<file path="src/rtl/tcp_rx_pkg.sv">
`default_nettype none

package tcp_rx_pkg;

  // fixed tcp header, bytes
  localparam int HDR_LEN = 20;

  // protocol field of the ipv4 header
  localparam logic [7:0] IP_PROTO_TCP = 8'd6;

  typedef enum logic [7:0] {
    END       = 8'd0,
    NOP       = 8'd1,
    MSS       = 8'd2,
    WSCALE    = 8'd3,
    SACK_PERM = 8'd4,
    SACK      = 8'd5,
    TSTAMP    = 8'd8
  } tcp_opt_kind_e;

  typedef enum logic [1:0] {
    OPT_KIND,
    OPT_LEN,
    OPT_DATA,
    OPT_STOP
  } opt_state_e;

  typedef enum logic [2:0] {
    RX_IDLE,
    RX_HEADER,
    RX_OPTIONS,
    RX_PAYLOAD,
    RX_DROP
  } rx_state_e;

  typedef struct packed {
    logic [15:0] src_port;
    logic [15:0] dst_port;
    logic [31:0] seq_num;
    logic [31:0] ack_num;
    logic [3:0]  data_offset;
    // ns bit on top of the eight classic flags
    logic [8:0]  flags;
    logic [15:0] win_size;
    logic [15:0] checksum;
    logic [15:0] urg_ptr;
  } tcp_hdr_t;

  typedef struct packed {
    logic        mss_pres;
    logic [15:0] mss;
    logic        wscale_pres;
    logic [7:0]  wscale;
    logic        sack_perm_pres;
    logic        ts_pres;
    logic [31:0] ts_val;
    logic [31:0] ts_ecr;
  } tcp_opts_t;

endpackage

`default_nettype wire

</file>
<file path="src/rtl/ip_byte_if.sv">
`timescale 1ns/100ps
`default_nettype none

interface ip_byte_if;

  logic        v;
  logic [7:0]  d;
  logic        sof;
  logic        eof;
  logic        err;
  // stable from sof to eof
  logic [7:0]  proto;
  logic [15:0] payload_length;

  modport src (
    output v, d, sof, eof, err, proto, payload_length
  );

  modport dst (
    input v, d, sof, eof, err, proto, payload_length
  );

endinterface

`default_nettype wire

</file>
<file path="src/rtl/tcp_opt_if.sv">
`timescale 1ns/100ps
`default_nettype none

interface tcp_opt_if;

  logic       v;
  logic [7:0] d;
  logic       first;
  logic       last;
  // pulses on every tcp sof
  logic       restart;

  modport src (
    output v, d, first, last, restart
  );

  modport dst (
    input v, d, first, last, restart
  );

endinterface

`default_nettype wire

</file>
<file path="src/rtl/tcp_hdr_parser.sv">
`timescale 1ns/100ps
`default_nettype none

module tcp_hdr_parser (
  input  logic                 clk,
  input  logic                 fsm_rst,
  ip_byte_if.dst               rx,
  input  logic [15:0]          local_port,
  tcp_opt_if.src               opt,
  output tcp_rx_pkg::tcp_hdr_t hdr,
  output logic                 hdr_v,
  output logic [15:0]          payload_length,
  output logic                 out_v,
  output logic [7:0]           out_d,
  output logic                 out_sof,
  output logic                 out_eof,
  output logic                 err
);

  tcp_rx_pkg::rx_state_e state;
  logic [15:0]      cnt;
  logic [15:0]      idx;
  logic [0:18][7:0] hdr_sr;
  logic [3:0]       off;
  logic [5:0]       hdr_end;
  logic             tcp_sof;
  logic             take;
  logic             off_ok;
  logic             at_hdr_end;
  logic             fwd;
  logic             err_seen;
  logic             err_acc;
  logic             first_pl;

  assign tcp_sof = rx.v && rx.sof && (rx.proto == tcp_rx_pkg::IP_PROTO_TCP);
  assign take    = tcp_sof || (rx.v && state != tcp_rx_pkg::RX_IDLE);
  // position of the current byte inside the tcp segment
  assign idx     = tcp_sof ? 16'd0 : cnt;
  assign hdr_end = {off, 2'b00} - 6'd1;
  assign off_ok  = off >= 4'd5;
  assign err_acc = (err_seen && !tcp_sof) || rx.err;

  // last byte of header plus options
  assign at_hdr_end = take && !tcp_sof && off_ok && (idx == {10'd0, hdr_end}) &&
                      (state == tcp_rx_pkg::RX_HEADER || state == tcp_rx_pkg::RX_OPTIONS);

  assign fwd = take && !tcp_sof && state == tcp_rx_pkg::RX_PAYLOAD &&
               hdr.dst_port == local_port;

  // options bytes go straight through to the options parser
  assign opt.v       = take && !tcp_sof && state == tcp_rx_pkg::RX_OPTIONS;
  assign opt.d       = rx.d;
  assign opt.first   = idx == 16'(tcp_rx_pkg::HDR_LEN);
  assign opt.last    = idx == {10'd0, hdr_end};
  assign opt.restart = tcp_sof;

  always_ff @(posedge clk) begin
    if (fsm_rst) begin
      state    <= tcp_rx_pkg::RX_IDLE;
      cnt      <= 16'd0;
      off      <= 4'd0;
      err_seen <= 1'b0;
      first_pl <= 1'b0;
      hdr_v    <= 1'b0;
      out_v    <= 1'b0;
      out_sof  <= 1'b0;
      out_eof  <= 1'b0;
      err      <= 1'b0;
    end else begin
      hdr_v   <= at_hdr_end;
      out_v   <= fwd;
      out_sof <= fwd && first_pl;
      out_eof <= fwd && rx.eof;
      err     <= 1'b0;
      if (at_hdr_end) first_pl <= 1'b1;
      if (take) begin
        cnt      <= idx + 16'd1;
        err_seen <= err_acc;
        if (tcp_sof) begin
          off   <= 4'd0;
          state <= tcp_rx_pkg::RX_HEADER;
        end else begin
          case (state)
            tcp_rx_pkg::RX_HEADER: begin
              if (idx == 16'd12) off <= rx.d[7:4];
              if (idx == 16'(tcp_rx_pkg::HDR_LEN - 1)) begin
                if (!off_ok) state <= tcp_rx_pkg::RX_DROP;
                else if (at_hdr_end) state <= tcp_rx_pkg::RX_PAYLOAD;
                else state <= tcp_rx_pkg::RX_OPTIONS;
              end
            end
            tcp_rx_pkg::RX_OPTIONS: begin
              if (at_hdr_end) state <= tcp_rx_pkg::RX_PAYLOAD;
            end
            tcp_rx_pkg::RX_PAYLOAD: begin
              first_pl <= 1'b0;
            end
            default: ;
          endcase
        end
        if (rx.eof) begin
          state <= tcp_rx_pkg::RX_IDLE;
          // byte count, sticky upstream error, bad data offset
          err   <= (idx + 16'd1 != rx.payload_length) || err_acc || tcp_sof || !off_ok;
        end
      end
    end
  end

  always_ff @(posedge clk) begin
    if (take && idx < 16'(tcp_rx_pkg::HDR_LEN - 1)) hdr_sr <= {hdr_sr[1:18], rx.d};
    if (take && state == tcp_rx_pkg::RX_HEADER && off_ok &&
        idx == 16'(tcp_rx_pkg::HDR_LEN - 1)) begin
      hdr.src_port    <= {hdr_sr[0], hdr_sr[1]};
      hdr.dst_port    <= {hdr_sr[2], hdr_sr[3]};
      hdr.seq_num     <= {hdr_sr[4], hdr_sr[5], hdr_sr[6], hdr_sr[7]};
      hdr.ack_num     <= {hdr_sr[8], hdr_sr[9], hdr_sr[10], hdr_sr[11]};
      hdr.data_offset <= off;
      hdr.flags       <= {hdr_sr[12][0], hdr_sr[13]};
      hdr.win_size    <= {hdr_sr[14], hdr_sr[15]};
      hdr.checksum    <= {hdr_sr[16], hdr_sr[17]};
      hdr.urg_ptr     <= {hdr_sr[18], rx.d};
    end
    if (at_hdr_end) payload_length <= rx.payload_length - {10'd0, off, 2'b00};
    if (fwd) out_d <= rx.d;
  end

endmodule

`default_nettype wire

</file>
<file path="src/rtl/tcp_opt_parser.sv">
`timescale 1ns/100ps
`default_nettype none

module tcp_opt_parser (
  input  logic                  clk,
  input  logic                  fsm_rst,
  tcp_opt_if.dst                opt,
  output tcp_rx_pkg::tcp_opts_t opts
);

  tcp_rx_pkg::opt_state_e    state;
  tcp_rx_pkg::opt_state_e    cur;
  tcp_rx_pkg::tcp_opt_kind_e kind;
  logic [7:0]  len;
  logic [7:0]  left;
  // up to seven earlier data bytes, enough for the timestamp
  logic [55:0] sr;
  logic [63:0] val;
  logic [7:0]  done_len;
  logic        done;

  // the first options byte is always a kind byte
  assign cur = opt.first ? tcp_rx_pkg::OPT_KIND : state;
  assign val = {sr, opt.d};

  // option complete on this byte
  assign done = opt.v && ((cur == tcp_rx_pkg::OPT_LEN && opt.d == 8'd2) ||
                          (cur == tcp_rx_pkg::OPT_DATA && left == 8'd1));
  assign done_len = (cur == tcp_rx_pkg::OPT_LEN) ? opt.d : len;

  always_ff @(posedge clk) begin
    if (fsm_rst || opt.restart) begin
      state <= tcp_rx_pkg::OPT_KIND;
      opts  <= '0;
    end else if (opt.v) begin
      case (cur)
        tcp_rx_pkg::OPT_KIND: begin
          if (opt.d == tcp_rx_pkg::END) state <= tcp_rx_pkg::OPT_STOP;
          else if (opt.d == tcp_rx_pkg::NOP) state <= tcp_rx_pkg::OPT_KIND;
          else state <= tcp_rx_pkg::OPT_LEN;
        end
        tcp_rx_pkg::OPT_LEN: begin
          // a length below two cannot be walked past
          if (opt.d < 8'd2) state <= tcp_rx_pkg::OPT_STOP;
          else if (opt.d == 8'd2) state <= tcp_rx_pkg::OPT_KIND;
          else state <= tcp_rx_pkg::OPT_DATA;
        end
        tcp_rx_pkg::OPT_DATA: begin
          if (left == 8'd1) state <= tcp_rx_pkg::OPT_KIND;
        end
        default: ;
      endcase
      if (done) begin
        // known kinds count only with their fixed length
        case (kind)
          tcp_rx_pkg::MSS: begin
            if (done_len == 8'd4) begin
              opts.mss_pres <= 1'b1;
              opts.mss      <= val[15:0];
            end
          end
          tcp_rx_pkg::WSCALE: begin
            if (done_len == 8'd3) begin
              opts.wscale_pres <= 1'b1;
              opts.wscale      <= val[7:0];
            end
          end
          tcp_rx_pkg::SACK_PERM: begin
            if (done_len == 8'd2) opts.sack_perm_pres <= 1'b1;
          end
          tcp_rx_pkg::TSTAMP: begin
            if (done_len == 8'd10) begin
              opts.ts_pres <= 1'b1;
              opts.ts_val  <= val[63:32];
              opts.ts_ecr  <= val[31:0];
            end
          end
          default: ;
        endcase
      end
    end
  end

  always_ff @(posedge clk) begin
    if (opt.v) begin
      if (cur == tcp_rx_pkg::OPT_KIND) kind <= tcp_rx_pkg::tcp_opt_kind_e'(opt.d);
      if (cur == tcp_rx_pkg::OPT_LEN) begin
        len  <= opt.d;
        left <= opt.d - 8'd2;
      end
      if (cur == tcp_rx_pkg::OPT_DATA) begin
        sr   <= val[55:0];
        left <= left - 8'd1;
      end
    end
  end

endmodule

`default_nettype wire

</file>
<file path="src/rtl/tcp_rx_top.sv">
`timescale 1ns/100ps
`default_nettype none

module tcp_rx_top (
  input  logic        clk,
  input  logic        fsm_rst,
  input  logic        in_v,
  input  logic [7:0]  in_d,
  input  logic        in_sof,
  input  logic        in_eof,
  input  logic        in_err,
  input  logic [7:0]  in_proto,
  input  logic [15:0] in_payload_length,
  input  logic [15:0] local_port,
  output logic        hdr_v,
  output logic [15:0] src_port,
  output logic [15:0] dst_port,
  output logic [31:0] seq_num,
  output logic [31:0] ack_num,
  output logic [8:0]  flags,
  output logic [15:0] win_size,
  output logic [15:0] payload_length,
  output logic        mss_pres,
  output logic [15:0] mss,
  output logic        wscale_pres,
  output logic [7:0]  wscale,
  output logic        sack_perm_pres,
  output logic        ts_pres,
  output logic [31:0] ts_val,
  output logic [31:0] ts_ecr,
  output logic        out_v,
  output logic [7:0]  out_d,
  output logic        out_sof,
  output logic        out_eof,
  output logic        err
);

  tcp_rx_pkg::tcp_hdr_t  hdr;
  tcp_rx_pkg::tcp_opts_t opts;

  ip_byte_if rx_if ();
  tcp_opt_if opt_if ();

  assign rx_if.v              = in_v;
  assign rx_if.d              = in_d;
  assign rx_if.sof            = in_sof;
  assign rx_if.eof            = in_eof;
  assign rx_if.err            = in_err;
  assign rx_if.proto          = in_proto;
  assign rx_if.payload_length = in_payload_length;

  tcp_hdr_parser hdr_parser0 (
    .clk            (clk),
    .fsm_rst        (fsm_rst),
    .rx             (rx_if),
    .local_port     (local_port),
    .opt            (opt_if),
    .hdr            (hdr),
    .hdr_v          (hdr_v),
    .payload_length (payload_length),
    .out_v          (out_v),
    .out_d          (out_d),
    .out_sof        (out_sof),
    .out_eof        (out_eof),
    .err            (err)
  );

  tcp_opt_parser opt_parser0 (
    .clk     (clk),
    .fsm_rst (fsm_rst),
    .opt     (opt_if),
    .opts    (opts)
  );

  // header fields
  assign src_port = hdr.src_port;
  assign dst_port = hdr.dst_port;
  assign seq_num  = hdr.seq_num;
  assign ack_num  = hdr.ack_num;
  assign flags    = hdr.flags;
  assign win_size = hdr.win_size;

  // decoded options
  assign mss_pres       = opts.mss_pres;
  assign mss            = opts.mss;
  assign wscale_pres    = opts.wscale_pres;
  assign wscale         = opts.wscale;
  assign sack_perm_pres = opts.sack_perm_pres;
  assign ts_pres        = opts.ts_pres;
  assign ts_val         = opts.ts_val;
  assign ts_ecr         = opts.ts_ecr;

endmodule

`default_nettype wire

</file>
<file path="config.mk">
export PLATFORM = sky130hd
export DESIGN_NAME = tcp_rx_top
export DESIGN_NICKNAME = d
export VERILOG_FILES = /design/src/rtl/tcp_rx_pkg.sv /design/src/rtl/ip_byte_if.sv /design/src/rtl/tcp_opt_if.sv /design/src/rtl/tcp_hdr_parser.sv /design/src/rtl/tcp_opt_parser.sv /design/src/rtl/tcp_rx_top.sv
export SDC_FILE = /design/constraint.sdc
export NUM_CORES = 1
export LEC_CHECK = 0
export BUFFER_PORTS_ARGS = -buffer_cell sky130_fd_sc_hd__buf_2
export CAP_MARGIN = 10
export CORE_UTILIZATION = 50
export CTS_CLUSTER_DIAMETER = 40
export DETAILED_ROUTE_END_ITERATION = 7
export HOLD_SLACK_MARGIN = 0.03
export PLACE_DENSITY_LB_ADDON = 0.12
export SLEW_MARGIN = 20
export SYNTH_ARGS = -nofsm -noshare
export SYNTH_HDL_FRONTEND = slang
export SYNTH_SLANG_ARGS = --single-unit
</file>
<file path="constraint.sdc">
create_clock -name clk -period 12.6 [get_ports clk]
set_input_delay 1.89 -clock clk [delete_from_list [all_inputs] [get_ports clk]]
set_output_delay 1.89 -clock clk [all_outputs]
set_load 0.01 [all_outputs]
</file>
==> metrics.cfg <==
[run_status]
outcome=complete, no violations

[clock_tree]
cts_root_buf=clkbuf_16
clock_sinks=501
clkTransAtPathRegs_ns=0.06
ctsResizeCount=0
tritoncts=done
post_cts_buffers=0
hold_buffers=0
clock_path_buffers=3
htree_levels=2
cts_buffers=58
clock_latency_ns=0.59

[logic_synthesis]
synth_edf_count=377
seq_area_frac_synth=0.770
synth_compound_area_frac=0.0264
syn_inst=1135
ys_ff_latch=501
synth_warnings=0
synthSimpleGateAreaFrac=0.0793
avgSynthCellArea_um2=15.8
syn-num-nets=1205
ys.flop_type=edfxtp_1
synthArstFlopShare=0
post_synth_mux_area_share=0.0592
syn_area_um2=17900
yosys.area_share.xor_xnor=0.0347
synth_fa_ha_area_frac=0.0116
synthDistinctLibCells=60
synth_top_family_by_area=simple AND/OR/NAND/NOR gates

[power_and_ir_drop]
swShare=0.194
seqPwrFrac=0.494
power.switching_uw=688
ir_drop_mv=0.101
power_density_nw_per_um2=162
combPwrFrac=0.012
p_leak_uw=0.00873
p_int_uw=2860
clockPowerShare=0.493

[worst_setup_path]
critPathTopFamily=simple AND/OR/NAND/NOR gates
crit_fanout=35
cp.required_ns=13.05
path_cells=buf_2 > nor4bb_1 > nand4_1 > and2_1 > inv_1 > ha_1 > nand3_1 > nand2_1 > ha_1 > mux2_2 > or4_4 > nor4_4 > nand3_1 > or4b_4 > buf_4 > buf_12 > mux2i_1 > nor2_1
end_kind=flip-flop
cp-start-kind=primary input
crit_slowest_cell=nand4_1
critPathMaxStageDelay_ns=0.67
arrival_ns=7.24
crit_type=primary input to flip-flop
worst-path-buf-inv=4

[global_route]
grt_max_degree=88
grt_overflow=0
grt_first_pass_wirelength_um=54300
grt.total_usage=0.194
antenna_found_initial=0
grt_pass1_vias=9619

[timing]
period_share=0.539
relSlewSlack=0.267
timing.final.max_slew_violations=0
rsz0062_at_grt=false
setup_ws_ns=5.81
hold_viol_final=0
setup_violations=0
fin_crit_ns=6.79
fmax_ghz=0.147
tightest_slew_ns=1.10
finClkSkew_ns=0.0146
setup-tns-final_ns=0

[min_path]
hold_path.class=flip-flop to flip-flop

[floorplan]
initial_utilization=0.514
coreArea_um2=34900
die_width_um=191
dieHeight_um=191
dieArea_um2=36600
top_level_ports=296
row_count=68

[layout]
n_antenna_cell=0
nets=1521
final_util=0.628
drive_above_1_share=0.278
area_growth_syn_to_layout_pct=22.2

[flow_run]
drv_cap=0

[detailed_routing]
drtPass1Iterations=6
drc=0
vias_per_cell=5.15
via_count=10100
finalWirelength_um=35800
wl_per_cell_um=18.3
drtAntennaViolNets=0
drt-initial-drc-count=534

[placement]
dp_slack_ns=5.27
dp_hpwl_um=23400
gp_congestion=0.824
portBuffers=295

[power by group through the flow]
stage                     clock [uW]  combinational [uW]  sequential [uW]
after floorplan                    0                21.8             1790
after global placement             0                44.3             1790
after detailed placement           0                44.6             1790
after CTS                       1800                44.9             1750
after global routing            1860                48.4             1750
final                           1750                44.3             1750
[worst reg2reg max path, stage by stage (launching register included)]
cell	delay [ns]
dfxtp_1	0.38
nor4_1	0.34
nand3_1	0.20
nor2_1	0.37
nand3_1	0.16
nand2_1	0.14
ha_1	0.47
mux2_2	0.41
or4_4	0.54
nor4_4	0.16
nand3_1	0.14
or4b_4	0.49
buf_4	0.34
buf_12	0.29
mux2i_1	0.21
nor2_1	0.06
[cell families (layout without fill, tap and decap cells)]
kind of cell / Yosys count / count (layout)
XOR/XNOR: 71 / 71
flip-flops: 501 / 501
multiplexers: 105 / 105
AND/OR/NAND/NOR: 293 / 293
AO/OA/AOI/OAI: 74 / 74
adder cells (fa/ha/maj): 16 / 16
buffers and inverters: 75 / 439
[registers in the layout, indices dropped and copies added (netlist names)]
name / flops
hdr_parser0.cnt: 16
hdr_parser0.err: 1
hdr_parser0.err_seen: 1
hdr_parser0.first_pl: 1
hdr_parser0.hdr: 121
hdr_parser0.hdr_sr: 152
hdr_parser0.hdr_v: 1
hdr_parser0.off: 4
hdr_parser0.out_d: 8
hdr_parser0.out_eof: 1
hdr_parser0.out_sof: 1
hdr_parser0.out_v: 1
hdr_parser0.payload_length: 16
hdr_parser0.state: 3
opt_parser0.kind: 8
opt_parser0.left: 8
opt_parser0.len: 8
opt_parser0.opts: 92
opt_parser0.sr: 56
opt_parser0.state: 2
[cells in the final DEF (no fill, tap or decap), types with 4 or more instances in the layout]
| cell | count |
|---|---|
| buf_2 | 295 |
| mux2i_1 | 99 |
| nand3_1 | 18 |
| nor2_1 | 138 |
| xor2_1 | 44 |
| buf_4 | 7 |
| clkbuf_16 | 59 |
| or3_1 | 12 |
| and4_1 | 5 |
| and3_1 | 4 |
| dfxtp_1 | 124 |
| nand4_1 | 13 |
| clkbuf_1 | 7 |
| mux2_2 | 5 |
| xnor2_1 | 27 |
| edfxtp_1 | 377 |
| clkbuf_8 | 4 |
| clkinv_2 | 6 |
| nand2b_1 | 7 |
| a21oi_1 | 27 |
| bufinv_16 | 10 |
| nor2b_1 | 5 |
| nand2_1 | 31 |
| inv_1 | 25 |
| clkinvlp_4 | 4 |
| nor4_1 | 13 |
| o21ai_0 | 14 |
| clkinv_1 | 6 |
| ha_1 | 15 |
| nor3_1 | 22 |
| and2_1 | 6 |
| inv_6 | 5 |
[cell type report]
| type | count | area (um2) |
|---|---|---|
| Fill cell | 2656 | 13000 |
| Clock buffer | 70 | 1560 |
| Clock inverter | 38 | 500 |
| Tap cell | 455 | 569 |
| Timing Repair Buffer | 305 | 1570 |
| Multi-Input combinational cell | 559 | 3820 |
| Sequential cell | 501 | 13800 |
| Inverter | 26 | 97.6 |
[path summary, 6_finish.rpt]
check / start / endpoint / slack [ns] / cells after the start
setup / recovery: in_proto[0] / opt_parser0.opts[43] / 5.81 / 18
hold / removal: hdr_parser0.hdr_sr[22] / hdr_parser0.hdr_sr[30] / 0.41 / 0
setup reg to reg: hdr_parser0.cnt[6] / opt_parser0.opts[43] / 7.77 / 15
hold reg to reg: hdr_parser0.hdr_sr[22] / hdr_parser0.hdr_sr[30] / 0.41 / 0
[cells in the mapped netlist, drive strengths merged, types with 3 or more instances]
library cell,number,area share
nand4,13,0.0045
edfxtp,377,0.63
and3,4,0.0014
nand3,18,0.0050
nor4,15,0.0064
xor2,44,0.021
nand2b,8,0.0028
mux2i,99,0.055
and4,5,0.0024
nor3,23,0.0064
mux2,6,0.0040
or4,4,0.0019
buf,12,0.0059
inv,26,0.0054
o21ai,16,0.0045
clkbuf,37,0.0077
xnor2,27,0.013
a2111oi,3,0.0015
a31oi,3,0.0010
nand2,31,0.0065
nor2b,5,0.0017
ha,15,0.010
dfxtp,124,0.14
a32o,3,0.0017
nor2,138,0.029
a21oi,27,0.0075
nor3b,3,0.0013
and2,7,0.0024
or3,12,0.0042
[stage by stage]
stage               hold WS [ns]  instance area, um2  cells  power (uW)
detailed placement         0.405               19800   1845        1830
CTS                        0.410               21900   1953        3600
finish                     0.409               21900   1954        3550
floorplan                  0.400               17900   1135        1810
global route               0.408               21900   1954        3660
global placement           0.400               19800   1845        1830
[metal layers]
| layer | wire length (um) | share of wire | global-route usage | up-vias |
|---|---|---|---|---|
| li1 | - | - | - | 4818 |
| met1 | 15900 | 0.45 | 0.266 | 4871 |
| met2 | 17100 | 0.48 | 0.312 | 328 |
| met3 | 2100 | 0.059 | 0.0380 | 50 |
| met4 | 660 | 0.018 | 0.0653 | 0 |
| met5 | 0 | 0 | 0 | - |
(Power assumes the default switching activity.)
